**src/hw/pipeDefsPkg.sv**
```systemverilog
// Data path and data memory sizing; DMEM_WORDS must stay a power of two for the index width
`default_nettype none

package pipeDefsPkg;

    // ------------------------------
    // Data path
    // ------------------------------

    // Width of the data path and of one memory word
    localparam int DATA_W = 32;

    // Register file destination address
    localparam int RADDR_W = 5;

    // Byte address carried to the data memory
    // Taken from the low bits of the ALU result
    localparam int MADDR_W = 16;

    // ------------------------------
    // Data memory
    // ------------------------------

    // Depth in 32-bit words
    localparam int DMEM_WORDS = 1024;

    // Word index width, taken from address bits 11:2
    // Bits above the index are ignored by the memory
    localparam int DMEM_IDX_W = $clog2(DMEM_WORDS);

endpackage

`default_nettype wire

```
**src/hw/memOpPkg.sv**
```systemverilog
// Memory function codes and the word view used for lane selection; code 7 acts as a word access
`default_nettype none

package memOpPkg;

    // ------------------------------
    // Function codes
    // ------------------------------

    localparam int MEMFUNC_W = 3;

    // Byte access, sign extended on load
    // Also the code for a byte store
    localparam logic [MEMFUNC_W-1:0] MF_BS = 3'd0;
    // Byte load, zero extended
    localparam logic [MEMFUNC_W-1:0] MF_BU = 3'd1;
    // Halfword access, sign extended on load
    // Also the code for a halfword store
    localparam logic [MEMFUNC_W-1:0] MF_HS = 3'd2;
    // Halfword load, zero extended
    localparam logic [MEMFUNC_W-1:0] MF_HU = 3'd3;
    // Full word
    localparam logic [MEMFUNC_W-1:0] MF_WD = 3'd4;
    // Upper half from memory, lower half from the register operand
    localparam logic [MEMFUNC_W-1:0] MF_WL = 3'd5;
    // Upper half from the register operand, lower half from memory
    localparam logic [MEMFUNC_W-1:0] MF_WR = 3'd6;

    // ------------------------------
    // Memory word view
    // ------------------------------

    // One 32-bit word, split into byte lanes or half lanes
    // Lane 0 is the least significant in both views
    typedef union packed {
        logic [3:0][7:0]  bytes;
        logic [1:0][15:0] halves;
    } memWordT;

endpackage

`default_nettype wire

```
**src/hw/exMemReg.sv**
```systemverilog
// Execute/memory register with no stall input; only the strobes are reset, data fields start undefined
`default_nettype none
`timescale 1ns/10ps

module exMemReg
    import pipeDefsPkg::*;
    import memOpPkg::*;
(
    input  wire logic                 clk,
    input  wire logic                 arstN,
    // Execute stage results
    input  wire logic                 regWriteIn,
    input  wire logic                 memToRegIn,
    input  wire logic                 memReadIn,
    input  wire logic                 memWriteIn,
    input  wire logic [RADDR_W-1:0]   rAddrIn,
    input  wire logic [MEMFUNC_W-1:0] memFunc,
    input  wire logic [DATA_W-1:0]    rtData,
    input  wire logic [DATA_W-1:0]    aluData,
    // Registered towards the memory stage
    output logic                      regWrite,
    output logic                      memToReg,
    output logic                      memRead,
    output logic                      memWrite,
    output logic [RADDR_W-1:0]        rAddr,
    output logic [MEMFUNC_W-1:0]      memFuncQ,
    output logic [DATA_W-1:0]         rtDataQ,
    output logic [DATA_W-1:0]         aluDataQ
);

    // ------------------------------
    // Control strobes
    // ------------------------------

    // Cleared on reset so no write or writeback fires from an empty slot
    always_ff @(posedge clk or negedge arstN)
    begin
        if (!arstN)
        begin
            regWrite <= 1'b0;
            memToReg <= 1'b0;
            memRead  <= 1'b0;
            memWrite <= 1'b0;
        end
        else
        begin
            regWrite <= regWriteIn;
            memToReg <= memToRegIn;
            memRead  <= memReadIn;
            memWrite <= memWriteIn;
        end
    end

    // ------------------------------
    // Data fields
    // ------------------------------

    // Free running, meaningful only when a strobe qualifies them
    always_ff @(posedge clk)
    begin
        rAddr    <= rAddrIn;
        memFuncQ <= memFunc;
        // Store operand, also the merge source for WL and WR
        rtDataQ  <= rtData;
        // ALU result, its low bits are the memory byte address
        aluDataQ <= aluData;
    end

endmodule

`default_nettype wire

```
**config.mk**
```make
export PLATFORM = sky130hd
export DESIGN_NAME = exMemReg
export DESIGN_NICKNAME = d
export VERILOG_FILES = /design/src/hw/pipeDefsPkg.sv /design/src/hw/memOpPkg.sv /design/src/hw/exMemReg.sv
export SDC_FILE = /design/constraint.sdc
export NUM_CORES = 1
export LEC_CHECK = 0
export ABC_AREA = 0
export BUFFER_PORTS_ARGS = -buffer_cell sky130_fd_sc_hd__buf_4
export CAP_MARGIN = 15
export CELL_PAD_IN_SITES_DETAIL_PLACEMENT = 1
export CELL_PAD_IN_SITES_GLOBAL_PLACEMENT = 1
export CORE_AREA = 8 8 107 80
export CTS_BUF_LIST = sky130_fd_sc_hd__clkbuf_2 sky130_fd_sc_hd__clkbuf_4 sky130_fd_sc_hd__clkbuf_8
export CTS_CLUSTER_SIZE = 10
export DETAILED_ROUTE_END_ITERATION = 8
export DIE_AREA = 0 0 115 88
export MAX_ROUTING_LAYER = met4
export PLACE_DENSITY = 0.8
export SYNTH_ARGS = -nofsm -noshare
export SYNTH_HDL_FRONTEND = slang
export SYNTH_SLANG_ARGS = --single-unit
```
**constraint.sdc**
```tcl
create_clock -name clk -period 0.8 [get_ports clk]
set_input_delay 0 -clock clk [delete_from_list [all_inputs] [get_ports clk]]
set_output_delay 0 -clock clk [all_outputs]
set_load 0.05 [all_outputs]
```
==> flow_summary.json <==
{
  "cts_made_buffers": 9,
  "power_switching_mw": 2.44,
  "clock_tree.buffer_depth": 2,
  "fin_crit_sh": 1.11,
  "synth_area_leaders": "dfxtp_1 (94%), dfrtp_1 (6.5%)",
  "io_pins": 154,
  "fmax_ghz": 1.12,
  "via_per_inst": 3.61,
  "die_area_sq_um": 10100,
  "crit_cells": 1,
  "grt_overflow": 0,
  "synth_top_cell_by_area": "dfxtp_1",
  "crit_chain": "buf_6",
  "ant_nets": 0,
  "synth_nets": 154,
  "swShare": 0.270,
  "cpPeakStageDelay_ps": 390,
  "num-fill-cells": 667,
  "final.setup.worst_slack_ps": -89.2,
  "rsz0062_at_grt": "yes",
  "power_density_nw_per_um2": 2040,
  "cts_num_sinks": 76,
  "row_count": 26,
  "nets": 396,
  "core_area_sq_um": 6960,
  "drt_first_pass_iters": 2,
  "violations": "setup timing",
  "place_area_sq_um": 2810,
  "clkTransAtPathRegs_ps": 80,
  "cts_tree": "done",
  "synth_edf_count": 0,
  "cellLeakagePower_nw": 2.01,
  "clockRootBuffer": "clkbuf_8",
  "synth-seq-cells": 76,
  "crit_arrival_ps": 890,
  "hold_viol_final": 0,
  "min_delay_path_depth": 2,
  "finalCriticalPeriod_ps": 889,
  "peakVddDrop_uv": 908,
  "critPathKind": "flop to output pin",
  "ys_warn_count": 0,
  "preCtsSetupSlack_ps": 260,
  "fin_area_sq_um": 4440,
  "drtIter0Drc": 30,
  "grt_max_degree": 14,
  "slew_headroom": 0.865,
  "yosysSeqAreaShare": 1.00,
  "yosysMostFrequentCell": "dfxtp_1",
  "dieWidth_um": 115,
  "avgSynthCellArea_sq_um": 20.3,
  "crit_fanout": 1,
  "vias": 1520,
  "intPower_mw": 6.60,
  "first_global_vias": 1872,
  "htree_levels": 3,
  "synthCells": 76,
  "area_delta_synth_final_pct": 188,
  "p_clk_frac": 0.323,
  "diodes": 0,
  "worst_pin_slew_ps": 202,
  "critPathBufInv": 1,
  "place.port_buffers": 153,
  "synthArstFlopShare": 0.0526,
  "finalHoldWorstSlack_ps": 299,
  "track_usage": 0.157,
  "slowest_stage": "dfrtp_1",
  "seqPwrFrac": 0.460,
  "drc_errors": 0,
  "num-multi-input-gates": 0,
  "hold_path_class": "input pin to flop",
  "gp_congestion": 0.713,
  "grt_pass1_wl_um": 11100,
  "status": "finished with violations",
  "start_util": 0.221,
  "max_cap_violations": 0,
  "setup_viol": 76,
  "required_ps": 800,
  "synth_cell_types": 2,
  "critPathLaunchType": "flop",
  "synth_area_sq_um": 1540,
  "wl_per_cell_um": 17.8,
  "grt_antenna_before_repair": 0,
  "crit_family": "flip-flops",
  "pwr-share-comb": 0.217,
  "die_y_um": 88,
  "synth_top_cells_by_count": "dfxtp_1 (72), dfrtp_1 (4)",
  "final_layout_size_suffix_gt1_frac": 0.746,
  "ys.flop_type": "dfxtp_1",
  "endpoint_kind": "output pin",
  "power.total_mw": 9.05,
  "multiInputGateArea_sq_um": 0,
  "wirelength_um": 7490,
  "synth_top_area_frac": 0.935,
  "slew_violations": 0
}
[path summary, 6_finish.rpt]
| kind | startpoint | slack, ps | end |
|---|---|---|---|
| setup / recovery | regWrite | -90 | regWrite |
| hold / removal | memFunc[0] | 300 | memFuncQ[0] |
| min in group asynchronous | arstN | 570 | regWrite |
| max in group asynchronous | arstN | 40 | memRead |
[power by group through the flow]
| stage | clock network [mW] | logic (mW) | registers (mW) |
|---|---|---|---|
| final | 2.92 | 1.96 | 4.17 |
| after global placement | 0 | 1.35 | 4.12 |
| after detailed placement | 0 | 1.36 | 4.13 |
| after CTS | 3.01 | 1.94 | 4.16 |
| after floorplan | 0 | 0 | 4.85 |
| after global routing | 3.22 | 2.03 | 4.19 |
[kinds of logic after synthesis]
| group | share of synthesized area |
|---|---|
| DFF | 1.00 |
[area by class of cell]
type / instances / area [sq um] / share of cell area
clock inverter: 5 / 60.1 / 0.0135
tap: 98 / 123 / 0.0276
clock buffer: 11 / 145 / 0.0327
timing repair buffer: 231 / 2480 / 0.559
sequential: 76 / 1630 / 0.367
[sequential cells by signal, summed over array words and instances, names as in the netlist]
signal and cells:
memWrite 1, memToReg 1, memFuncQ 3, memRead 1, aluDataQ 32, rtDataQ 32
rAddr 5, regWrite 1
[repair_timing]
item	4_1_cts	5_1_grt
resized for setup	217	2
hold endpoints to repair	80	0
setup endpoints to repair	76	76
hold buffers	78	0
buffers inserted	0	0
[per-layer routing]
layer,share of wire,GRT usage,vias up,wire [um]
li1,-,-,716,-
met1,0.33,0.138,696,2470
met2,0.57,0.304,86,4290
met3,0.071,0.0461,22,528
met4,0.027,0.0760,0,204
met5,0,-,-,0
[cells in the final DEF, fill, tap and decap left out]
master / count
buf_6: 5
clkbuf_8: 10
dfxtp_2: 72
dfrtp_1: 4
buf_4: 77
inv_6: 1
clkinv_2: 1
buf_8: 71
bufinv_16: 1
clkbuf_4: 1
clkinvlp_4: 1
dlygate4sd3_1: 78
clkinv_4: 1
[stage by stage]
stage	TNS, ps	utilization	cells
finish	-1490	0.638	421
global route	-4650	0.638	421
CTS	-2840	0.637	421
detailed placement	0	0.404	327
global placement	0	0.404	327
floorplan	0	-	76
No activity file was read; power rests on OpenSTA's default activity.
