File: config.mk
export PLATFORM = sky130hd
export DESIGN_NAME = memWbReg
export DESIGN_NICKNAME = d
export VERILOG_FILES = /design/src/hw/pipeDefsPkg.sv /design/src/hw/memWbReg.sv
export SDC_FILE = /design/constraint.sdc
export NUM_CORES = 1
export LEC_CHECK = 0
export BUFFER_PORTS_ARGS = -buffer_cell sky130_fd_sc_hd__buf_4
export CAP_MARGIN = 5
export CORE_MARGIN = 2
export CORE_UTILIZATION = 37
export DETAILED_ROUTE_END_ITERATION = 8
export PLACE_DENSITY_LB_ADDON = 0.25
export SKIP_CTS_REPAIR_TIMING = 1
export SLEW_MARGIN = 5
export SYNTH_ARGS = -nofsm -noshare
export SYNTH_HDL_FRONTEND = slang
export SYNTH_SLANG_ARGS = --single-unit
File: constraint.sdc
create_clock -name clk -period 0.8 [get_ports clk]
set_input_delay 0 -clock clk [delete_from_list [all_inputs] [get_ports clk]]
set_output_delay 0 -clock clk [all_outputs]
set_load 0.01 [all_outputs]
File: src/hw/pipeDefsPkg.sv
// Data path and data memory sizing; DMEM_WORDS must stay a power of two for the index width
`default_nettype none

package pipeDefsPkg;

    // ------------------------------
    // Data path
    // ------------------------------

    // Width of the data path and of one memory word
    localparam int DATA_W = 32;

    // Register file destination address
    localparam int RADDR_W = 5;

    // Byte address carried to the data memory
    // Taken from the low bits of the ALU result
    localparam int MADDR_W = 16;

    // ------------------------------
    // Data memory
    // ------------------------------

    // Depth in 32-bit words
    localparam int DMEM_WORDS = 1024;

    // Word index width, taken from address bits 11:2
    // Bits above the index are ignored by the memory
    localparam int DMEM_IDX_W = $clog2(DMEM_WORDS);

endpackage

`default_nettype wire

File: src/hw/memWbReg.sv
// Memory/writeback register with no stall; wbRegWrite resets low, wbRAddr and wbData do not
`default_nettype none
`timescale 1ns/10ps

module memWbReg
    import pipeDefsPkg::*;
(
    input  wire logic               clk,
    input  wire logic               arstN,
    // From the memory stage
    input  wire logic               regWrite,
    input  wire logic               memToReg,
    input  wire logic [RADDR_W-1:0] rAddr,
    input  wire logic [DATA_W-1:0]  loadData,
    input  wire logic [DATA_W-1:0]  aluData,
    // Towards the register file write port
    output logic                    wbRegWrite,
    output logic [RADDR_W-1:0]      wbRAddr,
    output logic [DATA_W-1:0]       wbData
);

    logic [DATA_W-1:0] wbDataNext;

    // ------------------------------
    // Writeback select
    // ------------------------------

    // Loads return memory data, everything else the ALU result
    assign wbDataNext = memToReg ? loadData : aluData;

    // ------------------------------
    // Registers
    // ------------------------------

    // Write strobe is the only control here
    always_ff @(posedge clk or negedge arstN)
    begin
        if (!arstN)
        begin
            wbRegWrite <= 1'b0;
        end
        else
        begin
            wbRegWrite <= regWrite;
        end
    end

    // Destination and value follow the strobe
    always_ff @(posedge clk)
    begin
        wbRAddr <= rAddr;
        wbData  <= wbDataNext;
    end

endmodule

`default_nettype wire

==> results.md, run 1 <==
- Status: finished with violations
- Failing checks: negative hold slack, negative setup slack
- Synth Area in Compound Gates: 0%
- Max-cap check violation count: 0
- Layout area overhead: 139%
- Wl on met1: 1830 µm
- Setup CP Type: reg -> out
- CP Cell Sequence: buf_6
- Final setup viols: 2
- Synth area leaders: dfxtp_1 57%, mux2_4 34%, buf_12 4.6%, dfrtp_1 1.9%, mux2_2 1.7%
- Global-route wire length before repair: 3950 µm
- DR iter-0 viols: 39
- Vias: 1315
- Antenna-violating nets left: 0
- Yosys top cell area share: 56.5%
- HPWL Detailed: 2150 µm
- Avg Cell Area, Syn: 17.7 µm²
- Ant. Diodes: 0
- Io pins: 111
- Metal2 WL: 3000 µm
- CP delay by family, top: flip-flops
- Yosys top cell by area: dfxtp_1
- Fin Hold WS: -21.5 ps
- Nets: 334
- Crit-path max cell delay: 410 ps
- Most common cell in the synthesized netlist: dfxtp_1
- RSZ-0062 raised after global routing: true
- WP buf/inv: 1
- CTS max path bufs: 2
- Ys flop type: dfxtp_1
- Setup TNS: -85.7 ps
- Synth Instances: 74
- Initial antenna violation count: 0
- Largest net degree at the start of global routing: 21
- Core area: 3360 µm²
- RePlAce Congestion: 0.662
- CP Data Arrival Time: 880 ps
- Crit end category: primary output
- Synth cell types: 6
- GR Overflow Total: 0
- GRT Total Usage: 13.0%
- Final Hold Viols: 2
- Htree depth: 2
- Power density cells: 1490 nW/µm²
- Synthesized area: 1310 µm²
- Synth Area in Adders: 0%
- Met3 wire len: 365 µm
- Worst vdd ir: 1.30 mV
- Clock root cell: clkbuf_4
- Simple-Gate Fraction of Synth Area: 0%
- Uppermost layer routed: met4
- Die height: 63.5 µm
- Worst hold path class: in -> reg
- Layout cells sized above 1: 71.8%
- Req. time, crit path: 800 ps
- CTS clock-pin slew for the worst setup and hold paths: 110 ps
- Die Wd: 63.5 µm
- Tcrit/Tclk final: 110%
- Xor and xnor area share after synthesis: 0%
- DR pass1 iterations: 4
- Actual slew at the worst max-slew pin: 186 ps
- EDFF count, synth: 0
- Critical path's slowest cell: dfrtp_1
- Num Clock Sinks: 38
- Crit path launch type: register
- Share of flip-flops with an asynchronous set or reset: 2.63%
- Vias per cell: 4.27
- Total CTS buffers: 5
- TritonCTS clock tree: done
- Critical Path Fanout Max: 1
- Top post-synthesis cells by count: 37 x dfxtp_1, 30 x mux2_4, 3 x buf_12, 2 x mux2_2
- Count of pins over their slew limit: 0
- Worst Setup SP: wbRegWrite$_DFF_PN0_
- WL/cell: 17.0 µm
- Largest family of logic cells by synthesized area: multiplexers
- Hold Crit Start: memToReg
- Leak: 1.51 nW
- FP Rows: 21
- Post-Route WL: 5250 µm
- Min Tclk post-route: 882 ps
- Post-synthesis sequential area ratio: 58.5%
- Die area: 4030 µm²
- #FFs+latches synth: 38
- Initial Utilization: 39.0%
- Max frequency: 1130 MHz
- Warnings from Yosys: 0
- Mapped Nets: 147
- Mux contribution to synthesized area: 36.1%
- Dpl ws: 23.1 ps
- DRC viols: 0
- Port bufs: 110
- Vias in the first global route: 925
- PnR worst setup slack: -82.0 ps
- Max_slew headroom: 87.6%
routing by layer:
layer / up-vias / GRT usage, %
li1: 629 / -
met3: 7 / 7.14
met2: 65 / 20.5
met1: 614 / 13.5
met4: 0 / 7.34
met5: - / 0
flip-flops by register name, indices dropped and copies added, names as in the netlist:
register and cells:
wbData 32, wbRegWrite 1, wbRAddr 5
final timing paths:
path | end | slack [ps] | cells past startpoint
worst max-delay path | wbRegWrite | -80 | 1
worst min-delay path | wbData[30]$_DFF_P_ | -20 | 2
max in group asynchronous | wbRegWrite$_DFF_PN0_ | 150 | 3
min in group asynchronous | wbRegWrite$_DFF_PN0_ | 520 | 3
through the flow:
| step | cell area, µm² | instances | total power [mW] | util (%) |
|---|---|---|---|---|
| final | 3140 | 308 | 4.66 | 93.2 |
| after global routing | 3140 | 308 | 4.84 | 93.2 |
| after CTS | 2230 | 236 | 4.20 | 66.2 |
| after detailed placement | 2150 | 228 | 2.95 | 63.9 |
| after global placement | 2150 | 228 | 2.94 | 63.9 |
| after floorplan | 1310 | 74 | 2.47 | - |
power breakdown:
| part | switching (mW) | total [mW] | internal [mW] |
|---|---|---|---|
| Combinational | 0.358 | 1.26 | 0.898 |
| Sequential | 0.0776 | 2.14 | 2.07 |
| Clock | 0.612 | 1.26 | 0.647 |
logic make-up after synthesis:
family                 count (synthesis)
buffers and inverters                  4
DFF                                   38
muxes                                 32
cell usage in the layout (no fill, tap or decap), drive strengths merged:
cell type,synthesis,layout
buf,4,112
dlygate4sd3,0,72
dfxtp,37,37
mux2,32,32
clkbuf,0,5
clkinv,0,2
bufinv,0,1
dfrtp,1,1
final cells by class:
class	count	area, µm²
clock buffer	5	37.5
clock inverter	3	40.0
fill	101	228
multi-input combinational	32	473
sequential	38	811
tap	46	57.6
timing repair buffer	184	1720
Power figures use the tool's default switching activity.
==> run 2: changes to the inputs <==
==> constraint.sdc (replaced) <==
create_clock -name clk -period 0.8 [get_ports clk]
set_input_delay 0.08 -clock clk [delete_from_list [all_inputs] [get_ports clk]]
set_output_delay 0.08 -clock clk [all_outputs]
set_load 0.01 [all_outputs]
==> run 2 against run 1 <==
Effect of this change: the run ends with negative setup slack left; sequential share of layout area up 0.083 points; via count increased by 1.4%; die area unchanged; worst setup slack got worse by 52 ps; wire length is 12% higher; non-clock buffer count decreased by 1; clock power rose by 3%; final cell count is 0.32% lower; sequential cell count did not move; largest power group unchanged; highest routed layer unchanged.
==> results.md, run 2 (synthesized netlist as in run 1, its figures left out) <==
- Critical path's slowest cell: dfrtp_1
- Clock root cell: clkbuf_4
- Commonest non-fill, non-tap cells in the layout: 73 x buf_4, 71 x dlygate4sd3_1, 38 x buf_6
- TritonCTS clock tree: done
- Nets: 333
- Setup CP Type: reg -> out
- Min Tclk post-route: 934 ps
- Vias in the first global route: 936
- Core area: 3360 µm²
- Crit path launch type: register
- Regs by FF count: wbData x32, wbRAddr x5, wbRegWrite x1
- Tcrit/Tclk final: 117%
- Total CTS buffers: 5
- Initial Utilization: 39.0%
- Global-route wire length before repair: 3990 µm
- Top reg by flops: wbData
- RSZ-0062 raised after global routing: true
- Count of pins over their slew limit: 0
- DR pass1 iterations: 4
- HPWL Detailed: 2150 µm
- Critical Path Fanout Max: 1
- DRC viols: 0
- PnR worst setup slack: -134 ps
- Worst hold path class: in -> async
- CP Data Arrival Time: 850 ps
- Crit-path max cell delay: 400 ps
- Post-Route WL: 5880 µm
- CP delay by family, top: flip-flops
- Ant. Diodes: 0
- Failing checks: negative setup slack
- Htree depth: 2
- CP Cell Sequence: buf_6
- Cells after DPL: 228
- Leak: 1.51 nW
- Largest net degree at the start of global routing: 21
- Die Wd: 63.5 µm
- GR Overflow Total: 0
- Max-cap check violation count: 0
- GRT Total Usage: 13.1%
- Port bufs: 110
- Final Util: 92.9%
- RePlAce Congestion: 0.662
- Actual slew at the worst max-slew pin: 192 ps
- # fillers: 111
- Max frequency: 1070 MHz
- Vias: 1333
- Vias per cell: 4.34
- Max FFs per register: 32
- Antenna-violating nets left: 0
- Crit end category: primary output
- DR iter-0 viols: 62
- Die height: 63.5 µm
- Num Clock Sinks: 38
- FP Rows: 21
- Initial antenna violation count: 0
- Worst vdd ir: 1.14 mV
- Setup TNS: -2740 ps
- Commonest non-fill, non-tap cell in the layout: buf_4
- WL/cell: 19.1 µm
- Io pins: 111
- Final setup viols: 51
- Status: finished with violations
- Layout cells sized above 1: 72.0%
- Power density cells: 1510 nW/µm²
- Finished Layout Cells: 307
- Die area: 4030 µm²
- CTS max path bufs: 2
- WP buf/inv: 1
- Req. time, crit path: 720 ps
- Final Hold Viols: 0
- Max_slew headroom: 87.2%
- CTS clock-pin slew for the worst setup and hold paths: 120 ps
- Layout area overhead: 139%
[run 2: cell types whose count changed in the layout (fill, tap and decap cells not counted)]
cell	change
dlygate4sd3_1	-1
[run 2: report_power, final]
part / total, mW / internal [mW] / switching (mW)
Sequential: 2.14 / 2.07 / 0.0765
Combinational: 1.28 / 0.896 / 0.383
Clock: 1.30 / 0.648 / 0.655
[run 2: area by class of cell]
cell class                      instances  area, µm²  area share (%)
Sequential cell                        38        811            25.9
Clock inverter                          3       40.0            1.28
Multi-Input combinational cell         32        473            15.1
Timing Repair Buffer                  183       1710            54.6
Tap cell                               46       57.6            1.84
Clock buffer                            5       37.5            1.20
[run 2: worst paths after layout]
| check | slack [ps] | from | depth (start not counted) | end |
|---|---|---|---|---|
| max in group asynchronous | 690 | arstN | 2 | wbRegWrite$_DFF_PN0_ |
| min in group clk | 60 | memToReg | 2 | wbData[29]$_DFF_P_ |
| min | 30 | arstN | 2 | wbRegWrite$_DFF_PN0_ |
| max | -130 | wbRegWrite$_DFF_PN0_ | 1 | wbRegWrite |
[run 2: per-layer routing]
metal	GRT usage [%]	routed length [µm]	vias up
li1	-	-	625
met2	20.7	3250	78
met3	7.32	346	11
met5	0	0	-
met1	13.6	2190	619
met4	7.34	98	0
[run 2: per-stage QoR]
stage          hold slack (ps)  total power, mW  setup slack [ps]  cell area [µm²]
2_1_floorplan             -216             2.47              57.6             1310
3_3_place_gp              -145             2.94             -40.7             2150
3_5_place_dp              -142             2.95             -56.9             2150
4_1_cts                   -519             4.20              -141             2230
5_1_grt                   18.8             4.87              -173             3130
6_report                  27.7             4.72              -134             3130
