[src/hw/pipeDefsPkg.sv]
// Data path and data memory sizing; DMEM_WORDS must stay a power of two for the index width
`default_nettype none

package pipeDefsPkg;

    // ------------------------------
    // Data path
    // ------------------------------

    // Width of the data path and of one memory word
    localparam int DATA_W = 32;

    // Register file destination address
    localparam int RADDR_W = 5;

    // Byte address carried to the data memory
    // Taken from the low bits of the ALU result
    localparam int MADDR_W = 16;

    // ------------------------------
    // Data memory
    // ------------------------------

    // Depth in 32-bit words
    localparam int DMEM_WORDS = 1024;

    // Word index width, taken from address bits 11:2
    // Bits above the index are ignored by the memory
    localparam int DMEM_IDX_W = $clog2(DMEM_WORDS);

endpackage

`default_nettype wire

[src/hw/memOpPkg.sv]
// Memory function codes and the word view used for lane selection; code 7 acts as a word access
`default_nettype none

package memOpPkg;

    // ------------------------------
    // Function codes
    // ------------------------------

    localparam int MEMFUNC_W = 3;

    // Byte access, sign extended on load
    // Also the code for a byte store
    localparam logic [MEMFUNC_W-1:0] MF_BS = 3'd0;
    // Byte load, zero extended
    localparam logic [MEMFUNC_W-1:0] MF_BU = 3'd1;
    // Halfword access, sign extended on load
    // Also the code for a halfword store
    localparam logic [MEMFUNC_W-1:0] MF_HS = 3'd2;
    // Halfword load, zero extended
    localparam logic [MEMFUNC_W-1:0] MF_HU = 3'd3;
    // Full word
    localparam logic [MEMFUNC_W-1:0] MF_WD = 3'd4;
    // Upper half from memory, lower half from the register operand
    localparam logic [MEMFUNC_W-1:0] MF_WL = 3'd5;
    // Upper half from the register operand, lower half from memory
    localparam logic [MEMFUNC_W-1:0] MF_WR = 3'd6;

    // ------------------------------
    // Memory word view
    // ------------------------------

    // One 32-bit word, split into byte lanes or half lanes
    // Lane 0 is the least significant in both views
    typedef union packed {
        logic [3:0][7:0]  bytes;
        logic [1:0][15:0] halves;
    } memWordT;

endpackage

`default_nettype wire

[src/hw/memStage.sv]
// Load and store lane formatting; no misalignment trap, a halfword access must have address bit 0 low
`default_nettype none
`timescale 1ns/10ps

module memStage
    import pipeDefsPkg::*;
    import memOpPkg::*;
(
    // From the execute/memory register
    input  wire logic                 regWrite,
    input  wire logic                 memToReg,
    input  wire logic                 memRead,
    input  wire logic                 memWrite,
    input  wire logic [RADDR_W-1:0]   rAddr,
    input  wire logic [MEMFUNC_W-1:0] memFunc,
    input  wire logic [DATA_W-1:0]    rtData,
    input  wire logic [DATA_W-1:0]    aluData,
    // Combinational read data from the data memory
    input  wire logic [DATA_W-1:0]    memReadData,
    // To the data memory
    output logic [MADDR_W-1:0]        memAddr,
    output logic                      memWriteEn,
    output logic [DATA_W/8-1:0]       byteEn,
    output logic [DATA_W-1:0]         memWriteData,
    // To the memory/writeback register
    output logic                      regWriteOut,
    output logic                      memToRegOut,
    output logic [RADDR_W-1:0]        rAddrOut,
    output logic [DATA_W-1:0]         loadData,
    output logic [DATA_W-1:0]         aluDataOut
);

    memWordT    rdWord;
    memWordT    wrWord;
    logic [7:0]  rdByte;
    logic [15:0] rdHalf;

    // Byte address is the low part of the ALU result
    assign memAddr    = aluData[MADDR_W-1:0];
    assign memWriteEn = memWrite;

    // ------------------------------
    // Load path
    // ------------------------------

    assign rdWord = memReadData;
    // Lane picked by the low address bits
    assign rdByte = rdWord.bytes[memAddr[1:0]];
    assign rdHalf = rdWord.halves[memAddr[1]];

    always_comb
    begin
        case (memFunc)
            MF_BS:   loadData = {{(DATA_W-8){rdByte[7]}}, rdByte};
            MF_BU:   loadData = {{(DATA_W-8){1'b0}}, rdByte};
            MF_HS:   loadData = {{(DATA_W-16){rdHalf[15]}}, rdHalf};
            MF_HU:   loadData = {{(DATA_W-16){1'b0}}, rdHalf};
            // Merges always use the fixed halves, not the addressed lane
            MF_WL:   loadData = {rdWord.halves[1], rtData[15:0]};
            MF_WR:   loadData = {rtData[31:16], rdWord.halves[0]};
            // MF_WD and the spare code
            default: loadData = memReadData;
        endcase
    end

    // ------------------------------
    // Store path
    // ------------------------------

    // Narrow data is copied into every lane, byteEn picks the one written
    always_comb
    begin
        case (memFunc)
            MF_BS:
            begin
                wrWord.bytes = {4{rtData[7:0]}};
                byteEn       = 4'b0001 << memAddr[1:0];
            end
            MF_HS:
            begin
                wrWord.halves = {2{rtData[15:0]}};
                byteEn        = memAddr[1] ? 4'b1100 : 4'b0011;
            end
            default:
            begin
                // Every other code stores the whole operand
                wrWord = rtData;
                byteEn = 4'b1111;
            end
        endcase
    end

    assign memWriteData = wrWord;

    // Writeback controls and ALU result pass on to the next register
    assign regWriteOut = regWrite;
    assign memToRegOut = memToReg;
    assign rAddrOut    = rAddr;
    assign aluDataOut  = aluData;

    // ------------------------------
    // Checks
    // ------------------------------

    // Decoder upstream must never issue a load and a store in one slot
    always_comb
    begin
        assert final (!(memRead && memWrite))
            else $error("memStage: memRead and memWrite both high");
    end

    // Half lanes are only defined on even byte addresses
    always_comb
    begin
        assert final (!((memRead || memWrite) &&
                        (memFunc == MF_HS || memFunc == MF_HU) && memAddr[0]))
            else $error("memStage: odd address on halfword access");
    end

endmodule

`default_nettype wire

[config.mk]
export PLATFORM = sky130hd
export DESIGN_NAME = memStage
export DESIGN_NICKNAME = d
export VERILOG_FILES = /design/src/hw/pipeDefsPkg.sv /design/src/hw/memOpPkg.sv /design/src/hw/memStage.sv
export SDC_FILE = /design/constraint.sdc
export NUM_CORES = 1
export LEC_CHECK = 0
export ABC_AREA = 0
export CORE_AREA = 2 2 91 93
export DETAILED_ROUTE_END_ITERATION = 10
export DIE_AREA = 0 0 93 95
export DONT_BUFFER_PORTS = 1
export GPL_TIMING_DRIVEN = 0
export PLACE_DENSITY_LB_ADDON = 0.12
export SLEW_MARGIN = 10
export SYNTH_ARGS = -nofsm -noshare
export SYNTH_HDL_FRONTEND = slang
export SYNTH_SLANG_ARGS = --single-unit
export TNS_END_PERCENT = 50
[constraint.sdc]
create_clock -name vclk -period 1.85
set_input_delay 0.2775 -clock vclk [all_inputs]
set_output_delay 0.2775 -clock vclk [all_outputs]
set_load 0.005 [all_outputs]
==> results of run 1 <==
## worst paths after layout
| kind | from | end | cells past startpoint |
|---|---|---|---|
| worst max-delay path | memFunc[2] | memWriteData[27] | 4 |
| worst min-delay path | aluData[12] | memAddr[12] | 1 |
## layout make-up
class,instances,area (µm²),area share
tap,105,131,0.0537
buffer,90,633,0.259
multi-input combinational,223,1660,0.678
timing repair buffer,1,7.51,0.00307
inverter,4,15.0,0.00614
## what timing repair did
item,4_1_cts,5_1_grt
setup endpoints to repair,48,35
setup buffers,1,0
pin swaps,1,0
resized for setup,14,18
## report_power, final
part,switching [mW],internal [mW]
Clock,0,0
Sequential,0,0
Combinational,0.353,0.298
Total,0.353,0.298
## routing by layer
metal  vias up  part of all wire
li1       1118                 -
met1      1144              0.37
met2       152              0.50
met3         9              0.12
met4         0             0.011
met5         -                 0
## cells in the mapped netlist, drive strengths merged
master   n  share of area
a21oi   20          0.045
clkbuf  14          0.024
o22ai   17          0.051
mux2i   26           0.12
o311ai   1         0.0039
buf     77           0.25
nand3b   8          0.027
nand3    1         0.0022
nor2    35          0.059
o21ai   19          0.043
nand2b   3         0.0084
a221oi   1         0.0039
a32oi   13          0.051
nand2   21          0.035
a31oi    1         0.0028
a211oi   2          0.012
a22oi   16          0.054
or2      2         0.0056
inv      4         0.0067
mux2    18          0.093
mux4     6          0.061
o221ai   6          0.024
nor3     3         0.0090
and3     1         0.0051
nor2b    3         0.0084
## stage by stage
stage | power, mW | hold WS, ns | instances | area [µm²]
2_1_floorplan | 0.491 | 0.636 | 318 | 2230
3_3_place_gp | 0.627 | 0.638 | 423 | 2360
3_5_place_dp | 0.630 | 0.637 | 423 | 2360
4_1_cts | 0.643 | 0.637 | 423 | 2400
5_1_grt | 0.707 | 0.638 | 423 | 2440
6_report | 0.651 | 0.637 | 423 | 2440
## logic make-up after synthesis
| family | count (synthesis) | share of synthesized area |
|---|---|---|
| AOI/OAI and AO/OA | 96 | 0.290 |
| muxes | 50 | 0.270 |
| and+or+nand+nor | 77 | 0.160 |
| buffers and inverters | 95 | 0.281 |
==> results.sh, run 1 <==
export IMPL_fillers=913
export IMPL_ios=232
export IMPL_grt_pass1_wl_um=14200
export IMPL_drc=0
export IMPL_final_common_cell="buf_4"
export IMPL_tightest_slew_ns=0.663
export IMPL_cp_arrival_ns=1.54
export IMPL_path_buf_inv=2
export IMPL_synth_avg_cell_area_um2=7.01
export IMPL_nFlopsAndLatches=0
export IMPL_vias_per_cell=5.73
export IMPL_drive_gt1_frac=0.390
export IMPL_end_kind="primary output"
export IMPL_yosysUniqueCellTypes=31
export IMPL_crit_chain="nor2_1, buf_2, clkbuf_1, a21oi_1"
export IMPL_dpl_worst_slack_ns=-0.421
export IMPL_num_vias=2423
export IMPL_start_util=0.281
export IMPL_peakVddDrop_mv=0.0684
export IMPL_fmax_mhz=551
export IMPL_fin_crit_ns=1.81
export IMPL_layout_common_cells="buf_4 (69), nor2_1 (35), mux2i_1 (26)"
export IMPL_p_per_area_nw_per_um2=266
export IMPL_io_buffer_count=0
export IMPL_critPathKind="input port to primary output"
export IMPL_globalRouteMet3Util=0.0702
export IMPL_startpoint_type="input port"
export IMPL_groute_usage_overall=0.212
export IMPL_crit_family="buffers and inverters"
export IMPL_slew_headroom=0.558
export IMPL_dieHeight_um=95
export IMPL_fp_coreArea_um2=7930
export IMPL_drv_slew=0
export IMPL_gr_usage_met1=0.254
export IMPL_crit_path_top_delay_cell="clkbuf_1"
export IMPL_synthCells=318
export IMPL_ff_latch_area_um2=0
export IMPL_wl_um=10300
export IMPL_wl_per_cell_um=24.5
export IMPL_rsz0062_at_grt="yes"
export IMPL_hpwl_um=7860
export IMPL_fin_setup_tns_ns=0
export IMPL_setup_viol=0
export IMPL_holdBufCountCts=0
export IMPL_post_route_period_util=0.981
export IMPL_die_width_um=93
export IMPL_insertedDiodeCount=0
export IMPL_status="finished clean"
export IMPL_top_usage_layer="met2"
export IMPL_grt_pass1_vias=2232
export IMPL_grt_ovfl_total=0
export IMPL_syn_nets=426
export IMPL_firstDrtPassIters=4
export IMPL_nets=428
export IMPL_gp_congestion=0.874
export IMPL_grt_max_degree=20
export IMPL_cap_violations=0
export IMPL_critPathMaxFanout=10
export IMPL_ys_seq_area_frac=0
export IMPL_yosysWarnings=0
export IMPL_postRouteAntennaNets=0
export IMPL_die_area_um2=8840
export IMPL_final_hold_violation_count=0
export IMPL_antenna_found_initial=0
export IMPL_placementRows=33
export IMPL_p_leak_nw=1.01
export IMPL_area_growth_pct=9.65
export IMPL_syn_area_um2=2230
export IMPL_cp_slowest_stage_delay_ns=0.46
export IMPL_clockBufferCount=0
export IMPL_post_route_util=0.308
export IMPL_worstPathRequired_ns=1.57
export IMPL_use_met2=0.376
export IMPL_dr_first_iter_drc_count=175
export IMPL_fin_ws_ns=0.0354
export IMPL_min_delay_path_class="input port to primary output"
Note: power is estimated with default switching activity, not from simulation.
==> run 2: changes to the inputs <==
Settings changed: CELL_PAD_IN_SITES_DETAIL_PLACEMENT set to 1, CELL_PAD_IN_SITES_GLOBAL_PLACEMENT set to 1, CORE_AREA 2 2 91 93 to 2 2 90 92, DIE_AREA 0 0 93 95 to 0 0 92 94.
==> results.sh, run 2 (synthesized netlist as in run 1, its figures left out) <==
export IMPL_post_route_util=0.331
export IMPL_switching_share=0.537
export IMPL_dr_first_iter_drc_count=111
export IMPL_drv_slew=0
export IMPL_fin_setup_tns_ns=0
export IMPL_die_width_um=92
export IMPL_nets=432
export IMPL_status="finished clean"
export IMPL_path_buf_inv=1
export IMPL_combinationalPowerShare=1.000
export IMPL_fin_crit_ns=1.80
export IMPL_critPathLaunch="memFunc[0]"
export IMPL_final_hold_violation_count=0
export IMPL_p_seq_frac=0
export IMPL_dieHeight_um=94
export IMPL_die_area_um2=8650
export IMPL_cap_violations=0
export IMPL_num_vias=2512
export IMPL_insertedDiodeCount=0
export IMPL_slew_headroom=0.552
export IMPL_grt_ovfl_total=0
export IMPL_nFlopsAndLatches=0
export IMPL_antenna_found_initial=0
export IMPL_cp_endpoint="memWriteData[14]"
export IMPL_p_sw_mw=0.363
export IMPL_area_growth_pct=12.9
export IMPL_startpoint_type="input port"
export IMPL_worstPathRequired_ns=1.57
export IMPL_ios=232
export IMPL_post_route_period_util=0.971
export IMPL_cp_slowest_stage_delay_ns=0.58
export IMPL_peakVddDrop_mv=0.0619
export IMPL_drc=0
export IMPL_grt_pass1_vias=2519
export IMPL_tightest_slew_ns=0.671
export IMPL_crit_family="simple AND/OR/NAND/NOR gates"
export IMPL_drive_gt1_frac=0.419
export IMPL_hp_start="aluData[29]"
export IMPL_internal_power_mw=0.313
export IMPL_fmax_mhz=556
export IMPL_p_per_area_nw_per_um2=269
export IMPL_fp_coreArea_um2=7610
export IMPL_grt_pass1_wl_um=15600
export IMPL_dpl_worst_slack_ns=-0.314
export IMPL_setup_viol=0
export IMPL_gp_congestion=0.842
export IMPL_fin_ws_ns=0.0528
export IMPL_io_buffer_count=0
export IMPL_crit_path_top_delay_cell="nor3_4"
export IMPL_final_common_cell="buf_4"
export IMPL_groute_usage_overall=0.234
export IMPL_start_util=0.293
export IMPL_layout_common_cells="buf_4 (73), nor2_1 (35), mux2i_1 (26)"
export IMPL_postRouteAntennaNets=0
export IMPL_min_delay_path_class="input port to primary output"
export IMPL_wl_per_cell_um=25.7
export IMPL_clockBufferCount=0
export IMPL_ff_latch_area_um2=0
export IMPL_vias_per_cell=5.92
export IMPL_critPathKind="input port to primary output"
export IMPL_rsz0062_at_grt="yes"
export IMPL_cp_arrival_ns=1.52
export IMPL_end_kind="primary output"
export IMPL_grt_max_degree=20
export IMPL_p_clk_frac=0
export IMPL_critPathMaxFanout=10
export IMPL_crit_chain="clkbuf_1, nor3_4, mux2_2"
export IMPL_worst_path_stages=3
export IMPL_p_leak_nw=1.04
export IMPL_firstDrtPassIters=4
export IMPL_wl_um=10900
export IMPL_placementRows=32
export IMPL_hpwl_um=8420
[run 2: changes by cell type in the layout (fill, tap and decap cells not counted), sizes merged]
cell / change
buf: +2
clkbuf: +2
clkinvlp: +1
inv: -1
[run 2: layout make-up]
class	instances	area, µm²
fill	978	5090
buffer	89	641
timing repair buffer	6	45.0
multi-input combinational	223	1680
inverter	4	18.8
tap	102	128
[run 2: power groups by stage]
stage	registers [mW]	clock network [mW]	logic [mW]
after global routing	0	0	0.735
final	0	0	0.676
after floorplan	0	0	0.491
after CTS	0	0	0.649
after global placement	0	0	0.627
after detailed placement	0	0	0.632
[run 2: repair_timing]
item                                    4_1_cts  5_1_grt
setup buffers                                 2        4
gates resized for setup                      16       24
endpoints found under the setup margin       50       39
hold endpoints to repair                      0        0
pin swaps                                     1        1
hold buffers                                  0        0
[run 2: worst min path at each step]
stage / end / slack (ns) / cells after the start
floorplan: aluDataOut[0] / 0.64 / 1
global placement: aluDataOut[28] / 0.64 / 1
detailed placement: aluDataOut[29] / 0.64 / 1
CTS: aluDataOut[29] / 0.64 / 1
global route: aluDataOut[17] / 0.64 / 1
finish: aluDataOut[29] / 0.64 / 1
[run 2: stage by stage]
step / power (mW) / area [µm²] / cells / hold slack, ns
floorplan: 0.491 / 2230 / 318 / 0.636
global placement: 0.627 / 2360 / 420 / 0.638
detailed placement: 0.632 / 2360 / 420 / 0.637
CTS: 0.649 / 2410 / 421 / 0.637
global route: 0.735 / 2520 / 424 / 0.638
finish: 0.676 / 2520 / 424 / 0.637
[run 2: layer usage]
metal  wire, µm  global-route usage  part of all wire
met4         60              0.0286            0.0055
met2       5580               0.432              0.51
met5          0                   0                 0
met3        958              0.0538             0.088
met1       4290               0.283              0.39
